**src/hw/gpio_bus_pkg.sv**
```systemverilog
package gpio_bus_pkg;

    // ------------------------------
    // Bus widths
    // ------------------------------
    typedef logic [6:0]  bus_addr_t;
    typedef logic [31:0] bus_data_t;
    typedef logic [3:0]  bus_be_t;

    // One request per cycle with we and re exclusive
    typedef struct packed {
        logic      we;
        logic      re;
        bus_addr_t addr;
        bus_data_t wdata;
        bus_be_t   be;
    } bus_req_t;

    // ------------------------------
    // Register map
    // ------------------------------
    typedef enum bus_addr_t {
        REG_DATA_I  = 7'h00,
        REG_DATA_O  = 7'h04,
        REG_DIR     = 7'h08,
        REG_INT_EN  = 7'h0C,
        REG_INT_POL = 7'h14,
        REG_INT_ANY = 7'h18,
        REG_INT_STS = 7'h1C,
        REG_SET_O   = 7'h20,
        REG_CLR_O   = 7'h24,
        REG_TGL_O   = 7'h28,
        REG_DEB_TH  = 7'h2C,
        REG_DEB_EN  = 7'h30,
        REG_INV_IN  = 7'h34,
        REG_INV_OUT = 7'h38
    } reg_addr_e;

    localparam bus_data_t UNMAPPED_READ = 32'hDEAD_BEEF;

endpackage

```
**src/hw/gpio_pin_pkg.sv**
```systemverilog
package gpio_pin_pkg;

    // Upper bound on the pin count of one block
    localparam int MAX_PINS = 32;

    // Debounce threshold and per-pin counter
    typedef logic [15:0] deb_count_t;

    // ------------------------------
    // Interrupt configuration
    // ------------------------------
    // Low NUM_PINS bits of each field are live
    typedef struct packed {
        logic [MAX_PINS-1:0] en;
        logic [MAX_PINS-1:0] pol;
        logic [MAX_PINS-1:0] any;
    } irq_cfg_t;

endpackage

```
**src/hw/gpio_edge_irq.sv**
```systemverilog
`timescale 1ns/1ns

module gpio_edge_irq #(
    parameter int NUM_PINS = 32
) (
    input  logic                   clk,
    input  logic                   reset_n,
    input  logic [NUM_PINS-1:0]    pins_clean_i,
    input  gpio_pin_pkg::irq_cfg_t irq_cfg_i,
    input  logic [NUM_PINS-1:0]    sts_clr_i,
    output logic [NUM_PINS-1:0]    irq_sts_o,
    output logic                   irq_o
);

    logic [NUM_PINS-1:0] pins_prev_q;
    logic [NUM_PINS-1:0] rise;
    logic [NUM_PINS-1:0] fall;
    logic [NUM_PINS-1:0] en;
    logic [NUM_PINS-1:0] pol;
    logic [NUM_PINS-1:0] any;
    logic [NUM_PINS-1:0] hit;

    assign en  = irq_cfg_i.en[NUM_PINS-1:0];
    assign pol = irq_cfg_i.pol[NUM_PINS-1:0];
    assign any = irq_cfg_i.any[NUM_PINS-1:0];

    // ------------------------------
    // Edge detect
    // ------------------------------
    always_ff @(posedge clk or negedge reset_n) begin
        if (!reset_n) begin
            pins_prev_q <= '0;
        end else begin
            pins_prev_q <= pins_clean_i;
        end
    end

    assign rise = pins_clean_i & ~pins_prev_q;
    assign fall = ~pins_clean_i & pins_prev_q;

    // Any-edge overrides polarity
    assign hit = en & ((any & (rise | fall)) | (~any & pol & rise) | (~any & ~pol & fall));

    // ------------------------------
    // Sticky status and combined irq
    // ------------------------------
    always_ff @(posedge clk or negedge reset_n) begin
        if (!reset_n) begin
            irq_sts_o <= '0;
            irq_o     <= 1'b0;
        end else begin
            // New edge wins over a clear
            irq_sts_o <= (irq_sts_o & ~sts_clr_i) | hit;
            irq_o     <= |(irq_sts_o & en);
        end
    end

endmodule

```
**src/hw/gpio_input_conditioner.sv**
```systemverilog
`timescale 1ns/1ns

module gpio_input_conditioner #(
    parameter int NUM_PINS = 32
) (
    input  logic                     clk,
    input  logic                     reset_n,
    input  logic [NUM_PINS-1:0]      pins_i,
    input  logic [NUM_PINS-1:0]      inv_in_i,
    input  logic [NUM_PINS-1:0]      deb_en_i,
    input  gpio_pin_pkg::deb_count_t deb_th_i,
    output logic [NUM_PINS-1:0]      pins_clean_o
);
    import gpio_pin_pkg::*;

    logic [NUM_PINS-1:0] pins_inv;

    assign pins_inv = pins_i ^ inv_in_i;

    // ------------------------------
    // Per-pin debounce
    // ------------------------------
    for (genvar i = 0; i < NUM_PINS; i++) begin : gen_pin
        deb_count_t cnt_q;
        logic       differ;

        assign differ = pins_inv[i] ^ pins_clean_o[i];

        always_ff @(posedge clk or negedge reset_n) begin
            if (!reset_n) begin
                cnt_q           <= '0;
                pins_clean_o[i] <= 1'b0;
            end else if (!deb_en_i[i]) begin
                // Plain registered follow
                cnt_q           <= '0;
                pins_clean_o[i] <= pins_inv[i];
            end else if (!differ) begin
                cnt_q <= '0;
            end else if (cnt_q >= deb_th_i) begin
                // deb_th+1 differing cycles seen
                cnt_q           <= '0;
                pins_clean_o[i] <= pins_inv[i];
            end else begin
                cnt_q <= cnt_q + 1'b1;
            end
        end
    end

endmodule

```
**src/hw/gpio_regs.sv**
```systemverilog
`timescale 1ns/1ns

module gpio_regs #(
    parameter int NUM_PINS = 32
) (
    input  logic                     clk,
    input  logic                     reset_n,
    input  gpio_bus_pkg::bus_req_t   bus_req_i,
    output gpio_bus_pkg::bus_data_t  rdata_o,
    output logic                     ack_o,
    output logic [NUM_PINS-1:0]      pins_o,
    output logic [NUM_PINS-1:0]      pins_oe_o,
    input  logic [NUM_PINS-1:0]      pins_clean_i,
    output logic [NUM_PINS-1:0]      inv_in_o,
    output logic [NUM_PINS-1:0]      deb_en_o,
    output gpio_pin_pkg::deb_count_t deb_th_o,
    output gpio_pin_pkg::irq_cfg_t   irq_cfg_o,
    output logic [NUM_PINS-1:0]      sts_clr_o,
    input  logic [NUM_PINS-1:0]      irq_sts_i
);
    import gpio_bus_pkg::*;
    import gpio_pin_pkg::*;

    typedef logic [NUM_PINS-1:0] pin_vec_t;

    if (NUM_PINS < 1 || NUM_PINS > MAX_PINS) begin : gen_num_pins_check
        $error("NUM_PINS is %0d, must be 1 to %0d", NUM_PINS, MAX_PINS);
    end

    pin_vec_t   data_o_q;
    pin_vec_t   dir_q;
    pin_vec_t   int_en_q;
    pin_vec_t   int_pol_q;
    pin_vec_t   int_any_q;
    pin_vec_t   deb_en_q;
    pin_vec_t   inv_in_q;
    pin_vec_t   inv_out_q;
    deb_count_t deb_th_q;

    bus_data_t  byte_mask;
    pin_vec_t   pin_mask;
    pin_vec_t   pin_wdata;
    bus_data_t  rdata_d;

    function automatic pin_vec_t merge(pin_vec_t old, pin_vec_t wdata, pin_vec_t mask);
        return (old & ~mask) | (wdata & mask);
    endfunction

    // One enable per 8 pins
    assign byte_mask = {{8{bus_req_i.be[3]}}, {8{bus_req_i.be[2]}},
                        {8{bus_req_i.be[1]}}, {8{bus_req_i.be[0]}}};
    assign pin_mask  = byte_mask[NUM_PINS-1:0];
    assign pin_wdata = bus_req_i.wdata[NUM_PINS-1:0];

    // ------------------------------
    // Register writes
    // ------------------------------
    always_ff @(posedge clk or negedge reset_n) begin
        if (!reset_n) begin
            data_o_q  <= '0;
            dir_q     <= '0;
            int_en_q  <= '0;
            int_pol_q <= '0;
            int_any_q <= '0;
            deb_en_q  <= '0;
            inv_in_q  <= '0;
            inv_out_q <= '0;
            deb_th_q  <= '0;
        end else if (bus_req_i.we) begin
            case (bus_req_i.addr)
                REG_DATA_O:  data_o_q  <= merge(data_o_q, pin_wdata, pin_mask);
                REG_SET_O:   data_o_q  <= data_o_q | (pin_wdata & pin_mask);
                REG_CLR_O:   data_o_q  <= data_o_q & ~(pin_wdata & pin_mask);
                REG_TGL_O:   data_o_q  <= data_o_q ^ (pin_wdata & pin_mask);
                REG_DIR:     dir_q     <= merge(dir_q, pin_wdata, pin_mask);
                REG_INT_EN:  int_en_q  <= merge(int_en_q, pin_wdata, pin_mask);
                REG_INT_POL: int_pol_q <= merge(int_pol_q, pin_wdata, pin_mask);
                REG_INT_ANY: int_any_q <= merge(int_any_q, pin_wdata, pin_mask);
                REG_DEB_EN:  deb_en_q  <= merge(deb_en_q, pin_wdata, pin_mask);
                REG_INV_IN:  inv_in_q  <= merge(inv_in_q, pin_wdata, pin_mask);
                REG_INV_OUT: inv_out_q <= merge(inv_out_q, pin_wdata, pin_mask);
                REG_DEB_TH:  deb_th_q  <= (deb_th_q & ~byte_mask[15:0]) |
                                          (bus_req_i.wdata[15:0] & byte_mask[15:0]);
                default: ;
            endcase
        end
    end

    // Write-one-to-clear pulse for the status bits
    assign sts_clr_o = (bus_req_i.we && bus_req_i.addr == REG_INT_STS) ?
                       (pin_wdata & pin_mask) : '0;

    // ------------------------------
    // Read mux and ack
    // ------------------------------
    always_comb begin
        rdata_d = '0;
        case (bus_req_i.addr)
            REG_DATA_I:  rdata_d[NUM_PINS-1:0] = pins_clean_i;
            REG_DATA_O:  rdata_d[NUM_PINS-1:0] = data_o_q;
            REG_DIR:     rdata_d[NUM_PINS-1:0] = dir_q;
            REG_INT_EN:  rdata_d[NUM_PINS-1:0] = int_en_q;
            REG_INT_POL: rdata_d[NUM_PINS-1:0] = int_pol_q;
            REG_INT_ANY: rdata_d[NUM_PINS-1:0] = int_any_q;
            REG_INT_STS: rdata_d[NUM_PINS-1:0] = irq_sts_i;
            REG_DEB_TH:  rdata_d[15:0]         = deb_th_q;
            REG_DEB_EN:  rdata_d[NUM_PINS-1:0] = deb_en_q;
            REG_INV_IN:  rdata_d[NUM_PINS-1:0] = inv_in_q;
            REG_INV_OUT: rdata_d[NUM_PINS-1:0] = inv_out_q;
            // SET, CLR and TGL are write only
            default:     rdata_d = UNMAPPED_READ;
        endcase
    end

    always_ff @(posedge clk or negedge reset_n) begin
        if (!reset_n) begin
            ack_o   <= 1'b0;
            rdata_o <= '0;
        end else begin
            ack_o <= bus_req_i.we | bus_req_i.re;
            if (bus_req_i.re) begin
                rdata_o <= rdata_d;
            end
        end
    end

    // ------------------------------
    // Outputs to pins and units
    // ------------------------------
    assign pins_o    = data_o_q ^ inv_out_q;
    assign pins_oe_o = dir_q;
    assign inv_in_o  = inv_in_q;
    assign deb_en_o  = deb_en_q;
    assign deb_th_o  = deb_th_q;

    always_comb begin
        irq_cfg_o = '0;
        irq_cfg_o.en[NUM_PINS-1:0]  = int_en_q;
        irq_cfg_o.pol[NUM_PINS-1:0] = int_pol_q;
        irq_cfg_o.any[NUM_PINS-1:0] = int_any_q;
    end

endmodule

```
**src/hw/gpio_top.sv**
```systemverilog
`timescale 1ns/1ns

module gpio_top #(
    parameter int NUM_PINS = 32
) (
    input  logic                    clk,
    input  logic                    reset_n,
    input  gpio_bus_pkg::bus_req_t  bus_req_i,
    output gpio_bus_pkg::bus_data_t rdata_o,
    output logic                    ack_o,
    input  logic [NUM_PINS-1:0]     pins_i,
    output logic [NUM_PINS-1:0]     pins_o,
    output logic [NUM_PINS-1:0]     pins_oe_o,
    output logic                    irq_o
);
    import gpio_pin_pkg::*;

    logic [NUM_PINS-1:0] pins_clean;
    logic [NUM_PINS-1:0] inv_in;
    logic [NUM_PINS-1:0] deb_en;
    deb_count_t          deb_th;
    irq_cfg_t            irq_cfg;
    logic [NUM_PINS-1:0] sts_clr;
    logic [NUM_PINS-1:0] irq_sts;

    gpio_regs #(
        .NUM_PINS (NUM_PINS)
    ) u_regs (
        .clk          (clk),
        .reset_n      (reset_n),
        .bus_req_i    (bus_req_i),
        .rdata_o      (rdata_o),
        .ack_o        (ack_o),
        .pins_o       (pins_o),
        .pins_oe_o    (pins_oe_o),
        .pins_clean_i (pins_clean),
        .inv_in_o     (inv_in),
        .deb_en_o     (deb_en),
        .deb_th_o     (deb_th),
        .irq_cfg_o    (irq_cfg),
        .sts_clr_o    (sts_clr),
        .irq_sts_i    (irq_sts)
    );

    gpio_input_conditioner #(
        .NUM_PINS (NUM_PINS)
    ) u_cond (
        .clk          (clk),
        .reset_n      (reset_n),
        .pins_i       (pins_i),
        .inv_in_i     (inv_in),
        .deb_en_i     (deb_en),
        .deb_th_i     (deb_th),
        .pins_clean_o (pins_clean)
    );

    gpio_edge_irq #(
        .NUM_PINS (NUM_PINS)
    ) u_irq (
        .clk          (clk),
        .reset_n      (reset_n),
        .pins_clean_i (pins_clean),
        .irq_cfg_i    (irq_cfg),
        .sts_clr_i    (sts_clr),
        .irq_sts_o    (irq_sts),
        .irq_o        (irq_o)
    );

endmodule

```
**config.mk**
```make
export PLATFORM = sky130hd
export DESIGN_NAME = gpio_top
export DESIGN_NICKNAME = d
export VERILOG_FILES = /design/src/hw/gpio_bus_pkg.sv /design/src/hw/gpio_pin_pkg.sv /design/src/hw/gpio_edge_irq.sv /design/src/hw/gpio_input_conditioner.sv /design/src/hw/gpio_regs.sv /design/src/hw/gpio_top.sv
export SDC_FILE = /design/constraint.sdc
export NUM_CORES = 2
export LEC_CHECK = 0
export BUFFER_PORTS_ARGS = -buffer_cell sky130_fd_sc_hd__buf_2
export CAP_MARGIN = 10
export CORE_MARGIN = 2
export CORE_UTILIZATION = 30
export CTS_CLUSTER_DIAMETER = 150
export DETAILED_ROUTE_END_ITERATION = 6
export HOLD_SLACK_MARGIN = 0.15
export SLEW_MARGIN = 5
export SYNTH_ARGS = -nofsm -noshare
export SYNTH_HDL_FRONTEND = slang
export SYNTH_HIERARCHICAL = 1
export SYNTH_SLANG_ARGS = --single-unit
```
**constraint.sdc**
```tcl
create_clock -name clk -period 4 [get_ports clk]
set_clock_uncertainty 0.15 [all_clocks]
set_input_delay 1 -clock clk [delete_from_list [all_inputs] [get_ports clk]]
set_output_delay 1 -clock clk [all_outputs]
set_load 0.02 [all_outputs]
```
Word-level counts from Yosys, hierarchy flattened

Cells that the tools add are included.

Add/subtract/negate cells: 32
Magnitude comparators: 32
Equal/unequal tests: 77
Multiplexer cells: 196
Bitwise logic cells: 80
Reductions and logical operators: 45

Operator list:

| operator              | count |
|---|---|
| $mux 16               | 96 |
| $and 32x32->32        | 20 |
| $add 16x1->16 const B | 32 |
| $ge 16x16->1          | 32 |
| $or 32x32->32         | 13 |
| $pmux 16 s11          | 2 |
| $not 32->32           | 7 |
| $ne 2x1->1 const B    | 64 |
| $pmux 32 s4           | 1 |
| $mux 1                | 96 |
| $xor 32x32->32        | 3 |
| $reduce_and 2->1      | 41 |
| $eq 7x6->1 const B    | 7 |
| $and 16x16->16        | 2 |
| $mux 32               | 1 |
| $reduce_or 32->1      | 1 |
| $xor 1x1->1           | 32 |
| $eq 7x5->1 const B    | 3 |
| $not 16->16           | 1 |
| $or 16x16->16         | 1 |
| $eq 7x4->1 const B    | 2 |
| $eq 7x3->1 const B    | 1 |
| $logic_not 7->1       | 1 |
| $reduce_bool 4->1     | 1 |
| other kinds (2)       | 2 |

Register bits: 914
Bits of input ports: 79
Output and inout port bits: 98
Word-level logic and storage cells: 540

Logic depth before layout (Yosys ltp)

Word-level depth: 8
Depth in mapped cells: 9
Mapped depth without buffers: 7

Modules after synthesis

Netlist, hierarchy kept.

By module, submodules not included:

| module                 | times used | cells each | area each (µm²) | seq. area each (µm²) |
|---|---|---|---|---|
| gpio_input_conditioner | 1          | 3,802      | 35,866.9        | 13,613.1 |
| gpio_regs              | 1          | 1,321      | 15,798.9        | 7,632.3 |
| gpio_edge_irq          | 1          | 374        | 3,826.2         | 1,626.6 |

Least setup slack after synthesis

OpenSTA, ideal clock, no wires.

Kind: reg2reg
From: register (tool-made name)
To: register u_cond.gen_pin[1].cnt_q[9]
Setup time: 0.069 ns
Arrival: 2.679 ns
Data required time: 3.781 ns
Path slack: 1.102 ns
Stages on the path, launching flop included: 9
Buffers on the path: 2
Clock period less this slack: 2.898 ns
Path through: dfrtp_1 -> ha_1 -> nand2b_4 -> a2111oi_4 -> a2111oi_2 -> or4_1 -> buf_6 -> buf_12 -> nor2_4

RTL lines:

| what                 | RTL line                     | RTL |
|---|---|---|
| end signal, assigned | gpio_input_conditioner.sv:44 | `cnt_q <= cnt_q + 1'b1;` |
| end, declared        | gpio_input_conditioner.sv:24 | `deb_count_t cnt_q;` |

==> impl_metrics.json <==
{
  "synth_async_sr_flop_share_pct": 100,
  "initial_core_util_pct": 30.2,
  "status": "complete, but fails checks",
  "gr-total-overflow": 0,
  "place.detailed.hpwl_um": 140000,
  "ioPinCount": 177,
  "place.gp.congestion": 0.985,
  "cp.arrival_ns": 2.25,
  "ctsResizeCount": 0,
  "numCtsBuffers": 106,
  "hold_viol_final": 0,
  "cap_violations": 0,
  "area_growth_pct": 15.2,
  "grt_max_degree": 103,
  "ys.flop_type": "dfrtp_1",
  "ys_seq_area_share_pct": 41.2,
  "antenna_found_initial": 28,
  "met3_usage_pct": 3.43,
  "tritoncts": "done",
  "crit_path_max_fanout": 3,
  "ys_top_cells_by_area": "dfrtp_1 41%, ha_1 14%, mux2_2 6.2%",
  "wl_per_cell_um": 22.8,
  "finalWirelength_um": 191000,
  "setup_viol": 0,
  "final_nets": 6543,
  "max_freq_ghz": 0.294,
  "io_buffers": 176,
  "post-route-min-period_ns": 3.40,
  "num_rows": 157,
  "cp-end-kind": "output port",
  "cts_sinks": 914,
  "fin_area_mm2": 0.0639,
  "syn_area_mm2": 0.0555,
  "hold_class": "flip-flop to flip-flop",
  "synth_edf_count": 0,
  "vdd.ir_drop.worst_uv": 302,
  "ctsLongestPathBuffers": 3,
  "dr.first_iter.drc_count": 3409,
  "synth_nets": 6216,
  "ys_ff_latch": 914,
  "drtAntennaViolNets": 0,
  "finalSetupTns_ns": 0,
  "slew_headroom_pct": 9.28,
  "leakagePower_nw": 28.6,
  "layout_common_cells": "913 x dfrtp_1, 748 x nor2_1, 640 x ha_1",
  "worstMarginPinSlew_ns": 1.36,
  "violations": "DRC",
  "grt_usage_pct": 20.1,
  "coreArea_mm2": 0.183,
  "clk_latency_ns": 0.74,
  "powerDensity_mw_per_mm2": 355,
  "period_share_pct": 84.9,
  "use_met2_pct": 33.3,
  "path_class": "flip-flop to output port",
  "grt_first_pass_wirelength_um": 285000,
  "cp-start-kind": "flip-flop",
  "synthCells": 5497,
  "die_y_um": 434,
  "dieArea_mm2": 0.188,
  "via_count": 44200,
  "drc": 1,
  "h-tree-depth": 3,
  "clk_pin_slew_ns": 0.06,
  "viasPerCell": 5.28,
  "rsz0062_at_grt": "no",
  "crit_chain": "xor2_1 -> buf_2",
  "busiest_layer": "met2",
  "synth_area_per_cell_um2": 10.1,
  "slowest_delay_ns": 0.76,
  "worstPathRequired_ns": 2.85,
  "synth_top_cell_by_area": "dfrtp_1",
  "slew_viol_final": 0,
  "ys_types": 86,
  "clockRootBuffer": "clkbuf_16",
  "synth_top_area_share_pct": 41.2,
  "grt_util_met1_pct": 24.7,
  "placed_cell_area_mm2": 0.0604,
  "hold_buffers": 1,
  "ys.warnings.count": 6,
  "die_x_um": 434,
  "drt_pass1_iterations": 7,
  "cts_setup_buffers": 0,
  "grt_pass1_vias": 44000,
  "drive_gt1_share_pct": 15.2,
  "final_common_cell": "dfrtp_1",
  "cpMaxStageDelayCell": "xor2_1",
  "hp-start": "u_cond/gen_pin[8].cnt_q[0]$_DFF_PN0_"
}
critical path: cells and delay by family, from the launching register on:
family | cells | cell delay, ns
buf+inv | 1 | 0.31
flops | 1 | 0.43
xor+xnor | 1 | 0.76
cell families (layout without fill, tap and decap cells):
kind of cell / Yosys count / after routing / share of synthesized area (%)
and+or+nand+nor: 1925 / 1925 / 16.6
other: 0 / 6 / 0
muxes: 371 / 371 / 7.39
DFF: 914 / 914 / 41.2
xor gates and xnor gates: 541 / 541 / 8.54
adders and majority gates: 640 / 640 / 14.4
buffers and inverters: 336 / 747 / 2.51
AOI/OAI and AO/OA: 770 / 770 / 9.27
final cells by class:
type | count | area (um^2)
Sequential cell | 914 | 22900
Timing Repair Buffer | 332 | 2370
Tap cell | 2464 | 3080
Antenna cell | 6 | 15.0
Inverter | 223 | 837
Clock buffer | 153 | 2990
Fill cell | 18700 | 120000
Multi-Input combinational cell | 4247 | 31200
Clock inverter | 39 | 517
power by group:
part / total (mW) / switching [mW] / internal [mW]
Combinational: 2.71 / 1.74 / 0.966
Sequential: 9.99 / 0.471 / 9.52
Clock: 9.98 / 4.05 / 5.93
per-stage QoR:
stage          std cells  utilization [%]  hold WS, ns  setup WS [ns]  power (mW)
6_report            8378             34.8        0.329          0.604        22.7
5_1_grt             8376             34.8        0.348          0.602        23.5
4_1_cts             8372             34.8        0.331          0.540        22.9
3_5_place_dp        8179             32.9        0.316          0.487        12.9
3_3_place_gp        8179             32.9        0.316          0.519        12.8
2_1_floorplan       5497                -        0.268           1.10        11.4
routing by layer:
metal / routed length [um] / up-vias
met3: 10900 / 544
met4: 12600 / 12
met5: 93 / -
li1: - / 20300
met2: 89700 / 1413
met1: 77900 / 22000
synth_stat cells, types with 46 or more instances:
library cell,instances
a21oi_1,214
a22oi_1,75
and3_1,76
clkbuf_1,60
dfrtp_1,914
ha_1,640
inv_1,222
mux2_2,307
mux2i_1,63
nand2_1,394
nand3_1,245
nand4_1,155
nor2_1,749
nor2b_1,46
nor3_1,86
o211ai_1,48
o21ai_0,130
o22ai_1,53
xnor2_1,158
xor2_1,383
worst paths after layout:
path	cells after the start	end	slack (ns)
max reg2reg	8	u_cond/gen_pin[16].cnt_q[9]$_DFF_PN0_	0.75
min reg2reg	1	u_cond/gen_pin[8].cnt_q[0]$_DFF_PN0_	0.33
max	2	pins_o[20]	0.60
min	1	u_cond/gen_pin[8].cnt_q[0]$_DFF_PN0_	0.33
min in group asynchronous	2	u_cond/gen_pin[25].cnt_q[2]$_DFF_PN0_	0.75
max in group asynchronous	3	u_cond/gen_pin[1].cnt_q[9]$_DFF_PN0_	1.89
(Power assumes the default switching activity.)
